### src/verilog/id_pkg.sv
`default_nettype none

package id_pkg;

    localparam int REG_W      = 32;
    localparam int REG_ADDR_W = 5;
    localparam int ALUOP_W    = 8;  // {group tag, opcode or funct}
    localparam int ALUSEL_W   = 3;

    localparam logic [REG_ADDR_W-1:0] LINK_REG = 5'd31;  // jal writes ra

    // primary opcodes
    localparam logic [5:0] OP_SPECIAL = 6'h00;
    localparam logic [5:0] OP_J       = 6'h02;
    localparam logic [5:0] OP_JAL     = 6'h03;
    localparam logic [5:0] OP_BEQ     = 6'h04;
    localparam logic [5:0] OP_BNE     = 6'h05;
    localparam logic [5:0] OP_BLEZ    = 6'h06;
    localparam logic [5:0] OP_BGTZ    = 6'h07;
    localparam logic [5:0] OP_ADDI    = 6'h08;
    localparam logic [5:0] OP_ADDIU   = 6'h09;
    localparam logic [5:0] OP_SLTI    = 6'h0a;
    localparam logic [5:0] OP_SLTIU   = 6'h0b;
    localparam logic [5:0] OP_ANDI    = 6'h0c;
    localparam logic [5:0] OP_ORI     = 6'h0d;
    localparam logic [5:0] OP_XORI    = 6'h0e;
    localparam logic [5:0] OP_LUI     = 6'h0f;

    // SPECIAL function field
    localparam logic [5:0] FN_SLL  = 6'h00;
    localparam logic [5:0] FN_SRL  = 6'h02;
    localparam logic [5:0] FN_SRA  = 6'h03;
    localparam logic [5:0] FN_SLLV = 6'h04;
    localparam logic [5:0] FN_SRLV = 6'h06;
    localparam logic [5:0] FN_SRAV = 6'h07;
    localparam logic [5:0] FN_JR   = 6'h08;
    localparam logic [5:0] FN_JALR = 6'h09;
    localparam logic [5:0] FN_ADD  = 6'h20;
    localparam logic [5:0] FN_ADDU = 6'h21;
    localparam logic [5:0] FN_SUB  = 6'h22;
    localparam logic [5:0] FN_SUBU = 6'h23;
    localparam logic [5:0] FN_AND  = 6'h24;
    localparam logic [5:0] FN_OR   = 6'h25;
    localparam logic [5:0] FN_XOR  = 6'h26;
    localparam logic [5:0] FN_NOR  = 6'h27;
    localparam logic [5:0] FN_SLT  = 6'h2a;
    localparam logic [5:0] FN_SLTU = 6'h2b;

    // ALU class seen by the execute stage
    localparam logic [ALUSEL_W-1:0] SEL_NOP    = 3'd0;
    localparam logic [ALUSEL_W-1:0] SEL_LOGIC  = 3'd1;
    localparam logic [ALUSEL_W-1:0] SEL_SHIFT  = 3'd2;
    localparam logic [ALUSEL_W-1:0] SEL_ARITH  = 3'd3;
    localparam logic [ALUSEL_W-1:0] SEL_JUMP   = 3'd4;
    localparam logic [ALUSEL_W-1:0] SEL_BRANCH = 3'd5;

    // one instruction word, three field layouts
    typedef union packed {
        struct packed {
            logic [5:0]            op;
            logic [REG_ADDR_W-1:0] rs;
            logic [REG_ADDR_W-1:0] rt;
            logic [REG_ADDR_W-1:0] rd;
            logic [REG_ADDR_W-1:0] shamt;
            logic [5:0]            funct;
        } r_fmt;
        struct packed {
            logic [5:0]            op;
            logic [REG_ADDR_W-1:0] rs;
            logic [REG_ADDR_W-1:0] rt;
            logic [15:0]           imm16;
        } i_fmt;
        struct packed {
            logic [5:0]  op;
            logic [25:0] index26;
        } j_fmt;
    } instr_u;

endpackage

`default_nettype wire

### src/verilog/id_if.sv
`timescale 1ns/1ps
`default_nettype none

// raw decode fields, classifier to operand mux
interface dec_if import id_pkg::*; ();
    logic [ALUOP_W-1:0]    aluop;
    logic [ALUSEL_W-1:0]   alusel;
    logic                  reg1_read;
    logic                  reg2_read;
    logic                  need_sa;    // operand 1 is the shift amount
    logic [REG_ADDR_W-1:0] shamt;
    logic [REG_W-1:0]      imm;        // zero-extended imm16 or index26
    logic [REG_ADDR_W-1:0] wd;
    logic                  wreg;
    logic                  is_jump;
    logic                  is_branch;

    modport producer (
        output aluop, alusel, reg1_read, reg2_read, need_sa, shamt,
        output imm, wd, wreg, is_jump, is_branch
    );
    modport consumer (
        input aluop, alusel, reg1_read, reg2_read, need_sa, shamt,
        input imm, wd, wreg, is_jump, is_branch
    );
endinterface

// final operands and control into the ID/EX register
interface ex_if import id_pkg::*; ();
    logic [ALUOP_W-1:0]    aluop;
    logic [ALUSEL_W-1:0]   alusel;
    logic [REG_W-1:0]      reg1;
    logic [REG_W-1:0]      reg2;
    logic [REG_ADDR_W-1:0] wd;
    logic                  wreg;       // already masked by the scoreboard
    logic [REG_W-1:0]      offset;
    logic                  pc_flush;

    modport producer (output aluop, alusel, reg1, reg2, wd, wreg, offset, pc_flush);
    modport consumer (input aluop, alusel, reg1, reg2, wd, wreg, offset, pc_flush);
endinterface

`default_nettype wire

### src/verilog/inst_classify.sv
`timescale 1ns/1ps
`default_nettype none

module inst_classify import id_pkg::*; (
    input  instr_u  inst_i,
    dec_if.producer dec
);

    logic [5:0]            op;
    logic [5:0]            fn;
    logic                  is_nop;
    logic                  r_type;
    logic                  i_type;
    logic                  j_type;
    logic                  is_logic;
    logic                  is_shift;
    logic                  is_arith;
    logic                  is_jump;
    logic                  is_branch;
    logic                  is_jr;
    logic                  is_jal;
    logic                  is_beq_bne;
    logic                  wreg_pre;
    logic [REG_ADDR_W-1:0] dest;

    assign op     = inst_i.r_fmt.op;
    assign fn     = inst_i.r_fmt.funct;
    assign is_nop = (inst_i == '0);  // sll r0,r0,0 taken as a true nop

    always_comb begin
        r_type    = 1'b0;
        i_type    = 1'b0;
        j_type    = 1'b0;
        is_logic  = 1'b0;
        is_shift  = 1'b0;
        is_arith  = 1'b0;
        is_jump   = 1'b0;
        is_branch = 1'b0;
        if (op == OP_SPECIAL && !is_nop) begin
            r_type = 1'b1;
            case (fn)
                FN_AND, FN_OR, FN_XOR, FN_NOR:                      is_logic = 1'b1;
                FN_SLL, FN_SRL, FN_SRA, FN_SLLV, FN_SRLV, FN_SRAV: is_shift = 1'b1;
                FN_ADD, FN_ADDU, FN_SUB, FN_SUBU, FN_SLT, FN_SLTU: is_arith = 1'b1;
                FN_JR, FN_JALR:                                     is_jump  = 1'b1;
                default:                                            r_type   = 1'b0;
            endcase
        end else begin
            case (op)
                OP_ANDI, OP_ORI, OP_XORI, OP_LUI: begin
                    i_type   = 1'b1;
                    is_logic = 1'b1;
                end
                OP_ADDI, OP_ADDIU, OP_SLTI, OP_SLTIU: begin
                    i_type   = 1'b1;
                    is_arith = 1'b1;
                end
                OP_BEQ, OP_BNE, OP_BLEZ, OP_BGTZ: begin
                    i_type    = 1'b1;
                    is_branch = 1'b1;
                end
                OP_J, OP_JAL: begin
                    j_type  = 1'b1;
                    is_jump = 1'b1;
                end
                default: ;  // unknown word, every flag stays low
            endcase
        end
    end

    assign is_jr      = r_type && fn == FN_JR;
    assign is_jal     = j_type && op == OP_JAL;
    assign is_beq_bne = i_type && (op == OP_BEQ || op == OP_BNE);

    // rd for R, rt for I, ra for jal
    always_comb begin
        if (r_type) begin
            dest = inst_i.r_fmt.rd;
        end else if (is_jal) begin
            dest = LINK_REG;
        end else if (i_type) begin
            dest = inst_i.i_fmt.rt;
        end else begin
            dest = '0;
        end
    end

    assign wreg_pre = (r_type && !is_jr) || (i_type && !is_branch) || is_jal;

    always_comb begin
        if (is_logic) begin
            dec.alusel = SEL_LOGIC;
        end else if (is_shift) begin
            dec.alusel = SEL_SHIFT;
        end else if (is_arith) begin
            dec.alusel = SEL_ARITH;
        end else if (is_jump) begin
            dec.alusel = SEL_JUMP;
        end else if (is_branch) begin
            dec.alusel = SEL_BRANCH;
        end else begin
            dec.alusel = SEL_NOP;
        end
    end

    assign dec.aluop = r_type            ? {2'b01, fn} :
                       (i_type || j_type) ? {2'b00, op} : '0;

    assign dec.reg1_read = r_type || i_type;
    assign dec.reg2_read = r_type || is_beq_bne;
    assign dec.need_sa   = r_type && (fn == FN_SLL || fn == FN_SRL || fn == FN_SRA);
    assign dec.shamt     = r_type ? inst_i.r_fmt.shamt : '0;

    assign dec.imm = i_type ? {16'h0, inst_i.i_fmt.imm16} :
                     j_type ? {6'h0, inst_i.j_fmt.index26} : '0;

    assign dec.wd        = dest;
    assign dec.wreg      = wreg_pre && dest != '0;  // writes to r0 are dropped here
    assign dec.is_jump   = is_jump;
    assign dec.is_branch = is_branch;

endmodule

`default_nettype wire

### src/verilog/operand_select.sv
`timescale 1ns/1ps
`default_nettype none

module operand_select import id_pkg::*; (
    dec_if.consumer          dec,
    input  logic [REG_W-1:0] rf_data1_i,
    input  logic [REG_W-1:0] rf_data2_i,
    input  logic             oitf_match_i,  // outstanding write to our destination
    ex_if.producer           ex
);

    logic             nop_sel;
    logic [REG_W-1:0] reg1_pre;
    logic [REG_W-1:0] reg2_pre;

    assign nop_sel = (dec.alusel == SEL_NOP);

    // shift amount wins over register data for sll/srl/sra
    always_comb begin
        if (dec.need_sa) begin
            reg1_pre = REG_W'(dec.shamt);
        end else if (dec.reg1_read) begin
            reg1_pre = rf_data1_i;
        end else begin
            reg1_pre = dec.imm;
        end
    end

    assign reg2_pre = dec.reg2_read ? rf_data2_i : dec.imm;

    assign ex.reg1 = nop_sel ? '0 : reg1_pre;
    assign ex.reg2 = nop_sel ? '0 : reg2_pre;

    assign ex.aluop    = dec.aluop;
    assign ex.alusel   = dec.alusel;
    assign ex.wd       = dec.wd;
    assign ex.wreg     = dec.wreg && !oitf_match_i;
    assign ex.offset   = dec.is_branch ? dec.imm : '0;  // word offset, EX scales it
    assign ex.pc_flush = dec.is_jump || dec.is_branch;

endmodule

`default_nettype wire

### src/verilog/regfile.sv
`timescale 1ns/1ps
`default_nettype none

module regfile import id_pkg::*; (
    input  logic                  clk,
    input  logic                  rst_n_i,
    input  logic [REG_ADDR_W-1:0] raddr1_i,
    input  logic [REG_ADDR_W-1:0] raddr2_i,
    output logic [REG_W-1:0]      rdata1_o,
    output logic [REG_W-1:0]      rdata2_o,
    input  logic                  we_i,
    input  logic [REG_ADDR_W-1:0] waddr_i,
    input  logic [REG_W-1:0]      wdata_i
);

    localparam int NUM_REGS = 1 << REG_ADDR_W;

    logic [REG_W-1:0] regs [NUM_REGS];

    always_ff @(posedge clk) begin
        if (!rst_n_i) begin
            for (int i = 0; i < NUM_REGS; i++) begin
                regs[i] <= '0;
            end
        end else if (we_i && waddr_i != '0) begin  // r0 stays zero
            regs[waddr_i] <= wdata_i;
        end
    end

    // no bypass, a write shows up after the edge
    assign rdata1_o = regs[raddr1_i];
    assign rdata2_o = regs[raddr2_i];

    // write-back must name a real register whenever it writes
    waddr_known_a: assert property (@(posedge clk) disable iff (!rst_n_i)
        we_i |-> !$isunknown(waddr_i));

endmodule

`default_nettype wire

### src/verilog/id_ex_reg.sv
`timescale 1ns/1ps
`default_nettype none

module id_ex_reg import id_pkg::*; (
    input  logic                  clk,
    input  logic                  rst_n_i,
    input  logic                  stall_i,
    input  logic [REG_W-1:0]      pc_i,
    ex_if.consumer                ex,
    output logic [REG_W-1:0]      ex_pc_o,
    output logic [ALUOP_W-1:0]    ex_aluop_o,
    output logic [ALUSEL_W-1:0]   ex_alusel_o,
    output logic [REG_W-1:0]      ex_reg1_o,
    output logic [REG_W-1:0]      ex_reg2_o,
    output logic [REG_ADDR_W-1:0] ex_wd_o,
    output logic                  ex_wreg_o,
    output logic [REG_W-1:0]      ex_offset_o,
    output logic                  ex_pc_flush_o
);

    always_ff @(posedge clk) begin
        if (!rst_n_i) begin
            ex_pc_o       <= '0;
            ex_aluop_o    <= '0;
            ex_alusel_o   <= SEL_NOP;
            ex_reg1_o     <= '0;
            ex_reg2_o     <= '0;
            ex_wd_o       <= '0;
            ex_wreg_o     <= 1'b0;
            ex_offset_o   <= '0;
            ex_pc_flush_o <= 1'b0;
        end else if (!stall_i) begin  // hold everything while stalled
            ex_pc_o       <= pc_i;
            ex_aluop_o    <= ex.aluop;
            ex_alusel_o   <= ex.alusel;
            ex_reg1_o     <= ex.reg1;
            ex_reg2_o     <= ex.reg2;
            ex_wd_o       <= ex.wd;
            ex_wreg_o     <= ex.wreg;
            ex_offset_o   <= ex.offset;
            ex_pc_flush_o <= ex.pc_flush;
        end
    end

    // classifier only emits the six defined classes
    alusel_range_a: assert property (@(posedge clk) disable iff (!rst_n_i)
        ex_alusel_o <= SEL_BRANCH);

    // a write enable never reaches EX aimed at r0
    wreg_dest_a: assert property (@(posedge clk) disable iff (!rst_n_i)
        ex_wreg_o |-> ex_wd_o != '0);

endmodule

`default_nettype wire

### src/verilog/mips_id_top.sv
`timescale 1ns/1ps
`default_nettype none

module mips_id_top import id_pkg::*; (
    input  logic                  clk,
    input  logic                  rst_n_i,
    input  logic [REG_W-1:0]      inst_i,
    input  logic [REG_W-1:0]      pc_i,
    input  logic                  stall_i,
    input  logic                  oitf_match_i,
    input  logic                  wb_we_i,
    input  logic [REG_ADDR_W-1:0] wb_addr_i,
    input  logic [REG_W-1:0]      wb_data_i,
    output logic [REG_W-1:0]      ex_pc_o,
    output logic [ALUOP_W-1:0]    ex_aluop_o,
    output logic [ALUSEL_W-1:0]   ex_alusel_o,
    output logic [REG_W-1:0]      ex_reg1_o,
    output logic [REG_W-1:0]      ex_reg2_o,
    output logic [REG_ADDR_W-1:0] ex_wd_o,
    output logic                  ex_wreg_o,
    output logic [REG_W-1:0]      ex_offset_o,
    output logic                  ex_pc_flush_o
);

    instr_u           inst_w;
    logic [REG_W-1:0] rf_data1;
    logic [REG_W-1:0] rf_data2;

    assign inst_w = inst_i;

    dec_if dec_bus ();
    ex_if  ex_bus ();

    inst_classify inst_classify_inst (
        .inst_i (inst_w),
        .dec    (dec_bus)
    );

    // rs and rt read straight from the word, decode runs in parallel
    regfile regfile_inst (
        .clk      (clk),
        .rst_n_i  (rst_n_i),
        .raddr1_i (inst_w.r_fmt.rs),
        .raddr2_i (inst_w.r_fmt.rt),
        .rdata1_o (rf_data1),
        .rdata2_o (rf_data2),
        .we_i     (wb_we_i),
        .waddr_i  (wb_addr_i),
        .wdata_i  (wb_data_i)
    );

    operand_select operand_select_inst (
        .dec          (dec_bus),
        .rf_data1_i   (rf_data1),
        .rf_data2_i   (rf_data2),
        .oitf_match_i (oitf_match_i),
        .ex           (ex_bus)
    );

    id_ex_reg id_ex_reg_inst (
        .clk           (clk),
        .rst_n_i       (rst_n_i),
        .stall_i       (stall_i),
        .pc_i          (pc_i),
        .ex            (ex_bus),
        .ex_pc_o       (ex_pc_o),
        .ex_aluop_o    (ex_aluop_o),
        .ex_alusel_o   (ex_alusel_o),
        .ex_reg1_o     (ex_reg1_o),
        .ex_reg2_o     (ex_reg2_o),
        .ex_wd_o       (ex_wd_o),
        .ex_wreg_o     (ex_wreg_o),
        .ex_offset_o   (ex_offset_o),
        .ex_pc_flush_o (ex_pc_flush_o)
    );

endmodule

`default_nettype wire

### config.mk
export PLATFORM = sky130hd
export DESIGN_NAME = mips_id_top
export DESIGN_NICKNAME = d
export VERILOG_FILES = /design/src/verilog/id_pkg.sv /design/src/verilog/id_if.sv /design/src/verilog/inst_classify.sv /design/src/verilog/operand_select.sv /design/src/verilog/regfile.sv /design/src/verilog/id_ex_reg.sv /design/src/verilog/mips_id_top.sv
export SDC_FILE = /design/constraint.sdc
export NUM_CORES = 2
export LEC_CHECK = 0
export ABC_AREA = 0
export BUFFER_PORTS_ARGS = -buffer_cell sky130_fd_sc_hd__buf_2
export CAP_MARGIN = 20
export CORE_UTILIZATION = 45
export CTS_BUF_LIST = sky130_fd_sc_hd__clkbuf_16
export DETAILED_ROUTE_END_ITERATION = 8
export GPL_ROUTABILITY_DRIVEN = 0
export PLACE_DENSITY_LB_ADDON = 0.2
export SLEW_MARGIN = 20
export SYNTH_ARGS = -nofsm -noshare
export SYNTH_HDL_FRONTEND = slang
export SYNTH_HIERARCHICAL = 1
export SYNTH_SLANG_ARGS = --single-unit
### constraint.sdc
create_clock -name clk -period 4.4 [get_ports clk]
set_clock_uncertainty 0.1 [all_clocks]
set_input_delay 0.22 -clock clk [delete_from_list [all_inputs] [get_ports clk]]
set_output_delay 0.22 -clock clk [all_outputs]
set_load 0.01 [all_outputs]
==> results by group <==
Status
  • Status: completed

Timing
  • Unrepaired setup endpoints after global routing: no
  • Fmax: 332 MHz
  • Hold Vio Cnt, Final: 0
  • Final setup vio count: 0
  • Max-slew violation count: 0
  • Tcrit/Tclk final: 0.684
  • Post-route minimum period: 3.01 ns
  • TNS Setup: 0 ns
  • Rel. slew slack: 0.256
  • Final WS setup: 1.39 ns
  • Tightest Pin Transition: 1.11 ns

Clock tree
  • Post-CTS sizing: 0
  • Clock Pin Slew Worst Setup and Hold Paths: 0.06 ns
  • H-tree Lvls: 4
  • CTS max path bufs: 3
  • Worst-Skew Late Latency: 0.78 ns
  • Root Driver: clkbuf_16
  • CTS tree: done
  • CTS Buf Count: 130
  • Num Clock Sinks: 1170

Synth
  • Number of synthesized flops with an enable pin: 1024
  • Sequential share of the synthesized area: 0.530
  • Top_reg_cell synth: edfxtp_1
  • Flop and latch count out of synthesis: 1170
  • Async SR Flop Fraction: 0
  • Unique masters post-synth: 52
  • Post-Syn Area: 63600 um^2
  • Warnings from Yosys: 6
  • Mean Syn Cell Area: 11.8 um^2
  • Mapped Cells: 5393

Routing
  • DR vias: 44300
  • DRT iter0 DRCs: 4491
  • Post-route ant nets: 0
  • DR DRC count: 0
  • Via density: 5.92
  • First drt pass iteration count: 5
  • Routed len/inst: 27.0 um
  • Final wirelength: 202000 um

Critical path
  • Crit Path Category: in2reg
  • Data required time of the worst path: 4.96 ns
  • Crit path capture type: flop
  • Crit path DAT: 3.57 ns
  • Worst Path Max Fanout: 13
  • Startpoint types: input port

Cells and area
  • Area delta synth->final: 12.5%
  • FF+latch area: 33700 um^2
  • Most frequent cells in the layout: mux2i_1 (1235), and2_1 (1041), edfxtp_1 (1024)
  • Area of the multi-input gates: 27700 um^2
  • # nets final: 5619
  • Most common cell after layout, fill and taps aside: mux2i_1
  • Fillers: 12200
  • Layout cells sized above 1: 0.118
  • Final instance area: 71600 um^2

Place
  • HPWL after DPL: 126000 um
  • Post-DP Area: 66600 um^2
  • Pre-CTS setup slack: 0.817 ns
  • Port bufs: 251

Global route
  • Pin count of the biggest net entering global routing: 111
  • Vias in the first global route: 42900
  • Global-route wire length before repair: 289000 um
  • Grt total ovfl: 0
  • Antenna violations before repair: 11
  • All-Layer GR Usage: 0.276

Power and ir drop
  • Worst VDD drop: 0.294 mV
  • Pwr/cell area: 374 nW/um^2
  • Leakage: 0.0285 uW

Run
  • Max cap viols: 0

Die
  • DIE AREA: 143000 um^2
  • Total core area: 140000 um^2
  • Die X: 378 um
  • Die H: 378 um
  • Initial Util: 0.455
  • FP Rows: 137
  • Total I/O pin count: 252

Hold path
  • Hold Path Class: in2reg
==> metal layers <==
layer / share of wire / up-vias / wire length (um) / global-route usage
li1: - / 19700 / - / -
met4: 0.027 / 10 / 5420 / 0.0882
met3: 0.093 / 356 / 18800 / 0.0611
met5: 0.00034 / - / 68 / 0
met2: 0.46 / 2029 / 93300 / 0.442
met1: 0.42 / 22200 / 84800 / 0.369
==> final timing paths <==
kind | startpoint | to | slack [ns] | depth (start not counted)
worst max-delay path | inst_i[19] | id_ex_reg_inst/ex_reg2_o[27] | 1.39 | 11
worst min register to register | id_ex_reg_inst/ex_pc_o[11] | id_ex_reg_inst/ex_pc_o[11] | 0.41 | 2
worst min-delay path | wb_data_i[23] | regfile_inst/regs[3][23] | 0.05 | 2
worst max register to register | regfile_inst/regs[7][13] | id_ex_reg_inst/ex_reg1_o[13] | 1.92 | 9
==> where the power goes <==
part	total, uW	switching (uW)	internal, uW
clock	10700	4480	6210
sequential	12900	292	12600
combinational	3150	2050	1100
==> cell families after synthesis <==
logic type | Yosys count | share of synthesized area
other | 2 | 0.000118
and+or+nand+nor | 1812 | 0.164
DFF | 1170 | 0.530
muxes | 1235 | 0.194
AOI/OAI and AO/OA | 634 | 0.0676
buffers and inverters | 540 | 0.0446
==> critical path, cell delays in order <==
cell	delay [ns]
dlygate4sd3_1	0.53
buf_2	0.17
nand2b_1	0.80
buf_4	0.39
a21oi_1	0.07
a31oi_1	0.57
nand3_1	0.30
mux2i_1	0.23
nor2_1	0.06
mux2i_1	0.13
nor2b_1	0.06
==> timing repair <==
action,in CTS,in global routing
hold buffers,82,0
hold endpoints to repair,510,0
buffers inserted,0,0
==> metrics by stage <==
stage	hold WS [ns]	total power, uW	cells	util
2_1_floorplan	0.286	15000	5431	-
4_1_cts	0.00386	26800	7486	0.511
5_1_grt	0.0479	27500	7488	0.511
6_report	0.0530	26800	7493	0.512
3_3_place_gp	0.378	16100	7174	0.476
3_5_place_dp	0.380	16200	7175	0.476
==> final cells by class <==
cell class	instances	area share
Antenna cell	7	0.000245
Clock buffer	140	0.0490
Clock inverter	89	0.00853
Inverter	7	0.000367
Multi-Input combinational cell	3721	0.387
Sequential cell	1170	0.471
Tap cell	1876	0.0328
Timing Repair Buffer	483	0.0517
==> cells in the mapped netlist, types with 3 or more instances <==
master	number	area [um^2]
buf_4	91	683
nor2b_1	170	1060
a22oi_1	192	1440
nand2b_1	5	31.3
nand3b_1	5	37.5
mux2i_1	1235	12400
clkbuf_1	280	1050
nand3_1	193	966
a22o_1	130	1140
nor4_1	4	25.0
a211oi_1	4	30.0
buf_2	89	445
nor3_1	93	465
a221o_1	6	60.1
or2_2	5	31.3
dfxtp_1	146	2920
nor2_1	63	236
nand2_1	202	758
and2_1	1043	6530
a21oi_1	196	981
o21ai_0	33	165
buf_6	10	113
o22ai_1	3	18.8
a31oi_1	64	400
buf_12	15	300
inv_1	6	22.5
nor2_4	6	67.6
nor2_2	7	43.8
edfxtp_1	1024	30700
buf_1	29	109
clkbuf_2	18	90.1
==> sequential cells by signal, indices dropped and copies added (netlist names) <==
signal                        count
id_ex_reg_inst/ex_alusel_o        3
id_ex_reg_inst/ex_offset_o       32
id_ex_reg_inst/ex_reg1_o         32
id_ex_reg_inst/ex_wd_o            5
id_ex_reg_inst/ex_wreg_o          1
id_ex_reg_inst/ex_pc_o           32
id_ex_reg_inst/ex_aluop_o         8
id_ex_reg_inst/ex_reg2_o         32
id_ex_reg_inst/ex_pc_flush_o      1
regfile_inst/regs              1024
Note: power is estimated with default switching activity, not from simulation.
